### src/tcp_mem_consts.svh
`ifndef TCP_MEM_CONSTS_SVH
`define TCP_MEM_CONSTS_SVH

// beat and word widths
`define TCP_NARROW_W 64
`define TCP_WIDE_W 512
`define TCP_BEATS_PER_WORD 8

// packed write command from the engine
`define TCP_CMD_W 72
`define TCP_CMD_ADDR_MSB 63
`define TCP_CMD_ADDR_LSB 32
`define TCP_CMD_LEN_MSB 22 // length starts at bit 0

// buffer channels, also used as memory dest
`define TCP_CHAN_TX 1'b0
`define TCP_CHAN_RX 1'b1

`endif
### src/tcp_mem_pkg.sv
`include "tcp_mem_consts.svh"

package tcp_mem_pkg;

  // narrow engine-side beat
  typedef logic [`TCP_NARROW_W-1:0] word64_t;
  typedef logic [`TCP_NARROW_W/8-1:0] keep8_t;

  // memory word
  typedef logic [`TCP_WIDE_W-1:0] word512_t;
  typedef logic [`TCP_WIDE_W/8-1:0] keep64_t;

  typedef logic [`TCP_CMD_W-1:0] mem_cmd_raw_t; // as issued by the engine

  // fields pulled out of the raw command
  typedef logic [`TCP_CMD_ADDR_MSB-`TCP_CMD_ADDR_LSB:0] mem_addr_t;
  typedef logic [`TCP_CMD_LEN_MSB:0] mem_len_t;

  typedef logic [0:0] chan_t; // tx or rx buffer

  typedef enum logic [1:0] {
    idle,
    issue_cmd,
    pass_data
  } arb_state_e;

endpackage

### src/axis_word_if.sv
`timescale 1ns/1ps

`include "tcp_mem_consts.svh"

interface axis_word_if #(
  parameter int DATA_W = `TCP_NARROW_W
);

  localparam int KEEP_W = DATA_W / 8; // one enable per byte

  logic              valid;
  logic              ready;
  logic [DATA_W-1:0] data;
  logic [KEEP_W-1:0] keep;
  logic              last;

  modport source (
    output valid, data, keep, last,
    input  ready
  );

  modport sink (
    input  valid, data, keep, last,
    output ready
  );

endinterface

### src/tcp_mem_write_path.sv
`timescale 1ns/1ps
`default_nettype none

`include "tcp_mem_consts.svh"

module tcp_mem_write_path (
  input logic net_clk,
  input logic rst,

  // write commands
  input logic tx_cmd_valid,
  output logic tx_cmd_ready,
  input tcp_mem_pkg::mem_cmd_raw_t tx_cmd_data,
  input logic rx_cmd_valid,
  output logic rx_cmd_ready,
  input tcp_mem_pkg::mem_cmd_raw_t rx_cmd_data,

  // tx buffer write data
  input logic tx_data_valid,
  output logic tx_data_ready,
  input tcp_mem_pkg::word64_t tx_data_data,
  input tcp_mem_pkg::keep8_t tx_data_keep,
  input logic tx_data_last,

  // rx buffer write data
  input logic rx_data_valid,
  output logic rx_data_ready,
  input tcp_mem_pkg::word64_t rx_data_data,
  input tcp_mem_pkg::keep8_t rx_data_keep,
  input logic rx_data_last,

  // memory side
  output logic mem_cmd_valid,
  input logic mem_cmd_ready,
  output tcp_mem_pkg::mem_addr_t mem_cmd_addr,
  output tcp_mem_pkg::mem_len_t mem_cmd_len,
  output tcp_mem_pkg::chan_t mem_cmd_dest,

  output logic mem_data_valid,
  input logic mem_data_ready,
  output tcp_mem_pkg::word512_t mem_data_data,
  output tcp_mem_pkg::keep64_t mem_data_keep,
  output logic mem_data_last,
  output tcp_mem_pkg::chan_t mem_data_dest
);

  axis_word_if #(.DATA_W(`TCP_NARROW_W)) tx_beat_if ();
  axis_word_if #(.DATA_W(`TCP_NARROW_W)) rx_beat_if ();
  axis_word_if #(.DATA_W(`TCP_WIDE_W)) tx_word_if ();
  axis_word_if #(.DATA_W(`TCP_WIDE_W)) rx_word_if ();
  axis_word_if #(.DATA_W(`TCP_WIDE_W)) mem_data_if ();

  // narrow streams in
  assign tx_beat_if.valid = tx_data_valid;
  assign tx_beat_if.data = tx_data_data;
  assign tx_beat_if.keep = tx_data_keep;
  assign tx_beat_if.last = tx_data_last;
  assign tx_data_ready = tx_beat_if.ready;

  assign rx_beat_if.valid = rx_data_valid;
  assign rx_beat_if.data = rx_data_data;
  assign rx_beat_if.keep = rx_data_keep;
  assign rx_beat_if.last = rx_data_last;
  assign rx_data_ready = rx_beat_if.ready;

  // merged memory data out
  assign mem_data_valid = mem_data_if.valid;
  assign mem_data_data = mem_data_if.data;
  assign mem_data_keep = mem_data_if.keep;
  assign mem_data_last = mem_data_if.last;
  assign mem_data_if.ready = mem_data_ready;

  axis_64_to_512_upsizer tx_upsizer_i (
    .net_clk (net_clk),
    .rst     (rst),
    .s       (tx_beat_if.sink),
    .m       (tx_word_if.source)
  );

  axis_64_to_512_upsizer rx_upsizer_i (
    .net_clk (net_clk),
    .rst     (rst),
    .s       (rx_beat_if.sink),
    .m       (rx_word_if.source)
  );

  mem_write_arbiter arbiter_i (
    .net_clk       (net_clk),
    .rst           (rst),
    .tx_cmd_valid  (tx_cmd_valid),
    .tx_cmd_ready  (tx_cmd_ready),
    .tx_cmd_data   (tx_cmd_data),
    .rx_cmd_valid  (rx_cmd_valid),
    .rx_cmd_ready  (rx_cmd_ready),
    .rx_cmd_data   (rx_cmd_data),
    .tx_word       (tx_word_if.sink),
    .rx_word       (rx_word_if.sink),
    .mem_cmd_valid (mem_cmd_valid),
    .mem_cmd_ready (mem_cmd_ready),
    .mem_cmd_addr  (mem_cmd_addr),
    .mem_cmd_len   (mem_cmd_len),
    .mem_cmd_dest  (mem_cmd_dest),
    .mem_data      (mem_data_if.source),
    .mem_data_dest (mem_data_dest)
  );

endmodule

`default_nettype wire

### src/mem_write_arbiter.sv
`timescale 1ns/1ps
`default_nettype none

`include "tcp_mem_consts.svh"

module mem_write_arbiter (
  input logic net_clk,
  input logic rst,

  // per-channel write commands
  input logic tx_cmd_valid,
  output logic tx_cmd_ready,
  input tcp_mem_pkg::mem_cmd_raw_t tx_cmd_data,
  input logic rx_cmd_valid,
  output logic rx_cmd_ready,
  input tcp_mem_pkg::mem_cmd_raw_t rx_cmd_data,

  // per-channel packed words
  axis_word_if.sink tx_word,
  axis_word_if.sink rx_word,

  // memory write command port
  output logic mem_cmd_valid,
  input logic mem_cmd_ready,
  output tcp_mem_pkg::mem_addr_t mem_cmd_addr,
  output tcp_mem_pkg::mem_len_t mem_cmd_len,
  output tcp_mem_pkg::chan_t mem_cmd_dest,

  // memory write data port
  axis_word_if.source mem_data,
  output tcp_mem_pkg::chan_t mem_data_dest
);

  tcp_mem_pkg::arb_state_e state;
  tcp_mem_pkg::chan_t last_win; // winner of the previous grant
  tcp_mem_pkg::chan_t pick;
  tcp_mem_pkg::chan_t cur_chan; // channel owning the burst
  tcp_mem_pkg::mem_cmd_raw_t cmd_word;
  tcp_mem_pkg::mem_addr_t cmd_addr;
  tcp_mem_pkg::mem_len_t cmd_len;

  logic in_idle;
  logic cmd_take;
  logic passing;
  logic sel_rx;
  logic burst_done;

  // round robin, only matters when both are pending
  always_comb begin
    if (tx_cmd_valid && rx_cmd_valid) begin
      pick = ~last_win;
    end else if (rx_cmd_valid) begin
      pick = `TCP_CHAN_RX;
    end else begin
      pick = `TCP_CHAN_TX;
    end
  end

  assign in_idle = (state == tcp_mem_pkg::idle);
  assign tx_cmd_ready = in_idle & tx_cmd_valid & (pick == `TCP_CHAN_TX);
  assign rx_cmd_ready = in_idle & rx_cmd_valid & (pick == `TCP_CHAN_RX);
  assign cmd_take = tx_cmd_ready | rx_cmd_ready;
  assign cmd_word = (pick == `TCP_CHAN_RX) ? rx_cmd_data : tx_cmd_data;

  // data is steered straight through, no extra register stage
  assign passing = (state == tcp_mem_pkg::pass_data);
  assign sel_rx = (cur_chan == `TCP_CHAN_RX);

  assign mem_data.valid = passing & (sel_rx ? rx_word.valid : tx_word.valid);
  assign mem_data.data = sel_rx ? rx_word.data : tx_word.data;
  assign mem_data.keep = sel_rx ? rx_word.keep : tx_word.keep;
  assign mem_data.last = sel_rx ? rx_word.last : tx_word.last;

  assign tx_word.ready = passing & ~sel_rx & mem_data.ready; // other side just holds
  assign rx_word.ready = passing & sel_rx & mem_data.ready;

  assign burst_done = mem_data.valid & mem_data.ready & mem_data.last;

  always_ff @(posedge net_clk) begin
    if (rst) begin
      state <= tcp_mem_pkg::idle;
      last_win <= `TCP_CHAN_RX; // so tx wins the first tie
    end else begin
      case (state)
        tcp_mem_pkg::idle: begin
          if (cmd_take) begin
            state <= tcp_mem_pkg::issue_cmd;
            last_win <= pick;
          end
        end
        tcp_mem_pkg::issue_cmd: begin
          if (mem_cmd_ready) begin
            state <= tcp_mem_pkg::pass_data;
          end
        end
        tcp_mem_pkg::pass_data: begin
          if (burst_done) begin
            state <= tcp_mem_pkg::idle;
          end
        end
        default: state <= tcp_mem_pkg::idle;
      endcase
    end
  end

  // command fields, fixed positions in the raw word
  always_ff @(posedge net_clk) begin
    if (cmd_take) begin
      cmd_addr <= cmd_word[`TCP_CMD_ADDR_MSB:`TCP_CMD_ADDR_LSB];
      cmd_len <= cmd_word[`TCP_CMD_LEN_MSB:0];
      cur_chan <= pick;
    end
  end

  assign mem_cmd_valid = (state == tcp_mem_pkg::issue_cmd);
  assign mem_cmd_addr = cmd_addr;
  assign mem_cmd_len = cmd_len;
  assign mem_cmd_dest = cur_chan;
  assign mem_data_dest = cur_chan;

endmodule

`default_nettype wire

### src/axis_64_to_512_upsizer.sv
`timescale 1ns/1ps
`default_nettype none

`include "tcp_mem_consts.svh"

module axis_64_to_512_upsizer (
  input logic net_clk,
  input logic rst,
  axis_word_if.sink s,   // 64-bit beats
  axis_word_if.source m  // 512-bit words
);

  localparam int BEATS = `TCP_BEATS_PER_WORD;
  localparam int NARROW_W = `TCP_NARROW_W;
  localparam int LANE_KEEP_W = NARROW_W / 8;
  localparam int LANE_W = $clog2(BEATS);

  logic [LANE_W-1:0] lane_cnt; // lane the next beat lands in

  tcp_mem_pkg::word512_t acc_data;
  tcp_mem_pkg::keep64_t acc_keep;
  tcp_mem_pkg::word512_t merged_data;
  tcp_mem_pkg::keep64_t merged_keep;

  // held output word
  logic out_valid;
  tcp_mem_pkg::word512_t out_data;
  tcp_mem_pkg::keep64_t out_keep;
  logic out_last;

  logic beat_take;
  logic flush;

  // stall the input only while a finished word waits
  assign s.ready = ~out_valid | m.ready;
  assign beat_take = s.valid & s.ready;
  assign flush = s.last | (lane_cnt == LANE_W'(BEATS - 1));

  // lanes below the counter come from the accumulator, the current lane
  // from the incoming beat, the rest stay zero
  always_comb begin
    merged_data = '0;
    merged_keep = '0;
    for (int i = 0; i < BEATS; i++) begin
      if (i < lane_cnt) begin
        merged_data[i*NARROW_W +: NARROW_W] = acc_data[i*NARROW_W +: NARROW_W];
        merged_keep[i*LANE_KEEP_W +: LANE_KEEP_W] = acc_keep[i*LANE_KEEP_W +: LANE_KEEP_W];
      end else if (i == lane_cnt) begin
        merged_data[i*NARROW_W +: NARROW_W] = s.data;
        merged_keep[i*LANE_KEEP_W +: LANE_KEEP_W] = s.keep;
      end
    end
  end

  always_ff @(posedge net_clk) begin
    if (rst) begin
      lane_cnt <= '0;
      out_valid <= 1'b0;
    end else begin
      if (out_valid && m.ready) begin
        out_valid <= 1'b0; // word taken
      end
      if (beat_take) begin
        if (flush) begin
          lane_cnt <= '0; // next word restarts at lane 0
          out_valid <= 1'b1;
        end else begin
          lane_cnt <= lane_cnt + 1'b1;
        end
      end
    end
  end

  always_ff @(posedge net_clk) begin
    if (beat_take) begin
      acc_data <= merged_data;
      acc_keep <= merged_keep;
      if (flush) begin
        out_data <= merged_data;
        out_keep <= merged_keep;
        out_last <= s.last; // short word only when the burst ends
      end
    end
  end

  assign m.valid = out_valid;
  assign m.data = out_data;
  assign m.keep = out_keep;
  assign m.last = out_last;

endmodule

`default_nettype wire

### config.mk
export PLATFORM = sky130hd
export DESIGN_NAME = tcp_mem_write_path
export DESIGN_NICKNAME = d
export VERILOG_FILES = /design/src/tcp_mem_pkg.sv /design/src/axis_word_if.sv /design/src/tcp_mem_write_path.sv /design/src/mem_write_arbiter.sv /design/src/axis_64_to_512_upsizer.sv
export VERILOG_INCLUDE_DIRS = /design/src /design/src/src
export SDC_FILE = /design/constraint.sdc
export NUM_CORES = 2
export LEC_CHECK = 0
export BUFFER_PORTS_ARGS = -buffer_cell sky130_fd_sc_hd__buf_2
export CAP_MARGIN = 5
export CORE_MARGIN = 10
export CORE_UTILIZATION = 56
export CTS_BUF_LIST = sky130_fd_sc_hd__clkbuf_8 sky130_fd_sc_hd__clkbuf_16
export DETAILED_ROUTE_END_ITERATION = 8
export GPL_ROUTABILITY_DRIVEN = 0
export GPL_TIMING_DRIVEN = 0
export PLACE_DENSITY = 0.74
export SLEW_MARGIN = 20
export SYNTH_ARGS = -nofsm -noshare
export SYNTH_HDL_FRONTEND = slang
export SYNTH_HIERARCHICAL = 1
export SYNTH_SLANG_ARGS = --single-unit
### constraint.sdc
create_clock -name net_clk -period 47.9 [get_ports net_clk]
set_input_delay 0 -clock net_clk [delete_from_list [all_inputs] [get_ports net_clk]]
set_output_delay 0 -clock net_clk [all_outputs]
set_load 0.05 [all_outputs]
# Yosys cells after proc, flatten, opt, wreduce, memory -nomap -nowiden
# Index checks and enable logic that the tools add are counted.
[word_totals] reg_bits=2229 input_bits=298 out_inout_bits=640 elab_cells=168
[classes] n_eq_ne=21 order_cmp=14 n_reduce_logical=10 n_mux=79 n_addsub=2 bitwise=23
[ops] cell="two-way mux 64 bit" count=32
[ops] cell="two-way mux 512 bit" count=1
[ops] cell="two-way mux 8 bit" count=30
[ops] cell="equality test 3 bit (first input constant)" count=8
[ops] cell="less-than comparator 3 bit (first input constant)" count=6
[ops] cell="bitwise AND 1 bit" count=13
[ops] cell="equality test 2 x 3 -> 1 bit (first input constant)" count=4
[ops] cell="less-than comparator 1 x 3 -> 1 bit (first input constant)" count=4
[ops] cell="less-than comparator 2 x 3 -> 1 bit (first input constant)" count=4
[ops] cell="two-way mux 1 bit" count=10
[ops] cell="adder 3 x 1 -> 3 bit (second input constant)" count=2
[ops] cell="equality test 1 x 3 -> 1 bit (first input constant)" count=2
[ops] cell="equality test 3 bit (second input constant)" count=2
[ops] cell="zero test 3 bit" count=2
[ops] cell="two-way mux 2 bit" count=3
[ops] cell="two-way mux 3 bit" count=2
[ops] cell="case mux 2 bit (3 select lines)" count=1
[ops] cell="AND reduction 2 bit" count=3
[ops] cell="NOT 1 bit" count=5
[ops] cell="bitwise OR 1 bit" count=5
[ops] cell="!= test 2 bit (second input constant)" count=2
[ops] cell="logical AND 1 bit" count=3
[ops] cell="AND reduction 3 bit" count=1
[ops] cell="equality test 2 x 1 -> 1 bit (second input constant)" count=1
[ops] cell="3 further kinds" count=3

# Depth between registers and ports, before layout
[logic_depth] word_depth=7 ltp_mapped=9 ltp_nobuf=6

# By module
# The synthesis kept the hierarchy.
[modules_own_cells] module="axis_64_to_512_upsizer" cells_per_inst=2496 n_inst=2 seq_area_each_um2=32541.2 area_per_inst_um2=39975.8
[modules_own_cells] module="mem_write_arbiter" cells_per_inst=784 n_inst=1 seq_area_each_um2=1741.7 area_per_inst_um2=9638.0

# Least setup slack after synthesis
# No wires, ideal clock.
[synth_path] path_kind="register -> register" startpoint="reg arbiter_i.cur_chan, in the netlist arbiter_i/mem_cmd_dest" endpoint="reg rx_upsizer_i.out_data[0], in the netlist rx_upsizer_i/m.data[0] (enable)" path_buffers=3 stages_incl_launch_ff=7 arrival_time_ns=40.344 synth_period_minus_slack_ns=42.574 setup_slack_ns=5.326 setup_time_ns=2.230 required_ns=45.670 cell_sequence="edfxtp_1 > buf_2 > buf_2 > buf_4 > and4b_1 > nor2b_1 > nor3_1"
[synth_between] elab_chain_cells=5
[synth_rtl] element="start, declared" line_no="mem_write_arbiter.sv:37" rtl="tcp_mem_pkg::chan_t cur_chan;"
[synth_rtl] element="start signal, assigned" line_no="mem_write_arbiter.sv:111" rtl="cur_chan <= pick;"
[synth_rtl] element="bitwise AND 1 bit (2 in a row)" line_no="mem_write_arbiter.sv:75" rtl="assign rx_word.ready = passing & sel_rx & mem_data.ready;"
[synth_rtl] element="via rx_word_if.ready" line_no="axis_word_if.sv:12" rtl="logic ready;"
[synth_rtl] element="bitwise OR 1 bit" line_no="axis_64_to_512_upsizer.sv:35" rtl="assign s.ready = ~out_valid | m.ready;"
[synth_rtl] element="bitwise AND 1 bit" line_no="axis_64_to_512_upsizer.sv:36" rtl="assign beat_take = s.valid & s.ready;"
[synth_rtl] element="AND reduction 2 bit (no source line)"
[synth_rtl] element="end signal, assigned" line_no="axis_64_to_512_upsizer.sv:79" rtl="out_data <= merged_data;"
[synth_rtl] element="end, declared" line_no="axis_64_to_512_upsizer.sv:27" rtl="tcp_mem_pkg::word512_t out_data;"
# The timed path passes the listed nets, and every way through them passes these cells.
# A chain may end at the register's enable or synchronous reset.

# Worst setup path after layout
[layout_path] startpoint="reg arbiter_i.cur_chan, in the netlist arbiter_i/mem_cmd_dest" endpoint="reg rx_upsizer_i.out_data[480], in the netlist rx_upsizer_i/m.data[480] (enable)"
# Same word-level chain as after synthesis.

==> results.md <==
* Outcome: complete, no violations
* Io pins at 938
* Routed wire length at 321000 um
* Crit start category: register
* Slew headroom at 13.3%
* PostCTS Resize Cnt at 0
* Vias in the first global route at 58800
* Class of the worst hold path: in2reg
* Largest net degree at the start of global routing at 27
* Initial Utilization at 56.4%
* Post-Syn Area per Cell at 15.5 sq um
* Leak at 40.6 nW
* Worst R2R Start: arbiter_i/mem_cmd_dest
* HPWL Detailed at 218000 um
* # setup viols final at 0
* Die area at 176000 sq um
* Num CTS Buffers at 218
* Setup CP Type: reg2reg
* Sequential area share after synthesis at 74.6%
* Hold depth at 3
* Final hold violations at 0
* Pwr Total at 0.00458 W
* CP Capture Point: rx_upsizer_i/m.data[480]
* Fmax at 0.201 GHz
* Post-CTS Hold Fix Bufs at 315
* R2R setup slack at 42.93 ns
* Final ANT Viol Nets at 0
* Worst R2R Path Depth at 19
* Synth-to-layout area growth at 21.6%
* Top-area cell type share of the netlist area at 74.3%
* Final period util at 10.4%
* Total track usage at 35.4%
* RSZ-0062 raised after global routing: false
* Clk buf depth at 3
* Predominant post-synthesis flop cell: edfxtp_1
* Top cells by area, synth: edfxtp_1 74%, mux2_2 7.7%, nand2_1 4.8%
* CTS tree: done
* Slew Viols, Final at 0
* Max Clock Skew at 0.0715 ns
* Worst-margin pin slew at 1.30 ns
* Initial antenna violation count at 26
* Clock Pin Slew Worst Setup and Hold Paths at 0.06 ns
* Setup TNS at 0 ns
* Synthesized Nets at 6082
* Clk sinks at 2229
* Maxcap violations at 0
* Mapped Area at 89600 sq um
* Asr flop ratio synth at 0%
* Share of layout cells above drive strength 1 at 29.6%
* Drt wl/cell at 33.5 um
* Vias per inst at 6.29
* FF-to-FF End: rx_upsizer_i/m.data[480]
* Max FO, Critical Path at 10
* CP Launch Point: arbiter_i/mem_cmd_dest
* Post-synth EDFFs at 2218
* Distinct cell type count after synthesis at 48
* Chip Height at 420 um
* First-pass GRT wire length at 441000 um
* Required time worst endpoint at 48.44 ns
* Nets at 7606
* Drt pass-1 iters at 6
* Drt drc at 0
* Crit path time final at 4.97 ns
* Skew-Pair Late Insertion Delay at 0.85 ns
* Critical Path AT at 5.51 ns
* Post-synth top area cell: edfxtp_1
* Vias at 60200
* Core Region at 159000 sq um
* DR iter-0 viols at 8481
* Final core occ at 68.6%
* Post-CTS Setup Repair Bufs at 0
* Pwr/cell area at 42.1 nW/um^2
* Mapped Cells at 5776
* Clock H-tree levels at 4
* IR drop worst, VDD at 0.0401 mV
* Port Buffers at 759
* Root buffer cell: clkbuf_16
* Synth warnings at 6
* Rows at 146
* Chip Width at 420 um
* Register bit total from synthesis at 2229
* Critical Path Sink Type: register
* Total grt overflow at 0
## state kept, by name (all words and copies together), names as in the netlist, 2 cells and up
register and count:
rx_upsizer_i/acc_data 448, tx_upsizer_i/acc_data 448, tx_upsizer_i/acc_keep 56, tx_upsizer_i/lane_cnt 3
arbiter_i/mem_cmd_addr 32, rx_upsizer_i/m.keep 64, arbiter_i/mem_cmd_len 23, tx_upsizer_i/m.data 512
rx_upsizer_i/m.data 512, tx_upsizer_i/m.keep 64, rx_upsizer_i/acc_keep 56, rx_upsizer_i/lane_cnt 3
arbiter_i/state 2
## logic make-up after synthesis
logic type | after synthesis | share of synthesized area, %
muxes | 633 | 8.03
adders and majority gates | 8 | 0.112
buffers and inverters | 529 | 3.41
and+or+nand+nor | 1491 | 7.06
AOI/OAI and AO/OA | 886 | 6.80
DFF | 2229 | 74.6
## critical path, stage by stage (launching register included)
cell	delay [ns]
edfxtp_1	0.41
buf_2	0.22
buf_2	0.29
buf_4	0.31
and4b_1	0.23
nor2b_1	0.13
nor3_2	0.50
buf_4	0.29
buf_6	0.18
buf_4	0.22
buf_4	0.23
buf_4	0.23
buf_6	0.17
buf_6	0.16
buf_4	0.18
buf_6	0.16
buf_4	0.18
buf_4	0.16
buf_4	0.18
buf_4	0.21
## power breakdown
group          internal (W)  switching, W
Clock              0.000922      0.000743
Sequential          0.00225     0.0000269
Combinational      0.000170      0.000466
## through the flow
stage / instances / instance area, sq um / setup WS [ns] / hold WS [ns]
floorplan: 5776 / 89600 / 5.33 / 0.0691
detailed placement: 8837 / 98800 / 43.10 / 0.228
global placement: 8607 / 96000 / -23.29 / 0.221
global route: 9558 / 109000 / 42.83 / 0.0337
finish: 9574 / 109000 / 42.93 / 0.0313
CTS: 9548 / 109000 / 43.09 / 0.000316
## synthesized netlist by cell type (6+ instances only)
| master | count |
|---|---|
| buf_4 | 75 |
| a21oi_1 | 6 |
| nand2_1 | 1152 |
| edfxtp_1 | 2218 |
| nor2_1 | 9 |
| a22o_1 | 432 |
| buf_6 | 83 |
| buf_1 | 12 |
| ha_1 | 8 |
| nor3_4 | 6 |
| mux2_2 | 615 |
| clkbuf_1 | 244 |
| o21ai_0 | 54 |
| buf_2 | 103 |
| mux2_4 | 17 |
| dfxtp_1 | 11 |
| nand3_1 | 144 |
| nand4_1 | 6 |
| and2_1 | 148 |
| o21ai_1 | 384 |
## worst min-delay path by stage
stage                            endpoint        startpoint  slack [ns]
2_1_floorplan    rx_upsizer_i/lane_cnt[1]               rst        0.07
3_3_place_gp           arbiter_i/state[0]     mem_cmd_ready        0.22
3_5_place_dp           arbiter_i/state[0]     mem_cmd_ready        0.23
4_1_cts          tx_upsizer_i/m.data[417]  tx_data_data[33]      0.0003
5_1_grt          rx_upsizer_i/m.data[398]  rx_data_data[14]        0.03
6_report       rx_upsizer_i/acc_data[397]  rx_data_data[13]        0.03
## routing by layer
layer	GRT usage, %	wire, um	vias up
met4	23.0	24900	4
met1	43.6	109000	29900
met2	54.7	148000	4695
li1	-	-	24700
met3	10.2	39400	927
met5	0.0547	26	-
## cells in the final DEF, fill, tap and decap left out, types with 6 or more instances in the layout
cell,synthesis,final
bufinv_16,0,16
diode_2,0,26
mux2_4,17,17
nand2_1,1152,1152
a21oi_1,6,6
buf_1,12,12
clkbuf_2,2,16
mux2_2,615,615
buf_4,75,205
clkbuf_16,0,221
ha_1,8,8
dlygate4sd3_1,0,315
buf_6,83,119
clkinv_1,0,59
o21ai_0,54,54
buf_16,0,25
nor3_4,6,6
edfxtp_1,2218,2218
o21ai_1,384,384
inv_1,4,47
dfxtp_1,11,11
nand3_1,144,144
nand4_1,6,6
a22o_1,432,432
nor2_1,9,7
buf_8,1,8
buf_12,1,33
buf_2,103,862
clkinv_2,0,39
clkbuf_1,244,230
and2_1,148,148
## cell type report
| type | count | area, sq um |
|---|---|---|
| Tap cell | 2072 | 2590 |
| Buffer | 521 | 3040 |
| Clock inverter | 175 | 1350 |
| Sequential cell | 2229 | 66800 |
| Timing Repair Buffer | 1304 | 9770 |
| Clock buffer | 221 | 5530 |
| Inverter | 8 | 35.0 |
| Antenna cell | 26 | 65.1 |
| Multi-Input combinational cell | 3018 | 19700 |
| Fill cell | 10500 | 49800 |
No activity file was read; power rests on OpenSTA's default activity.
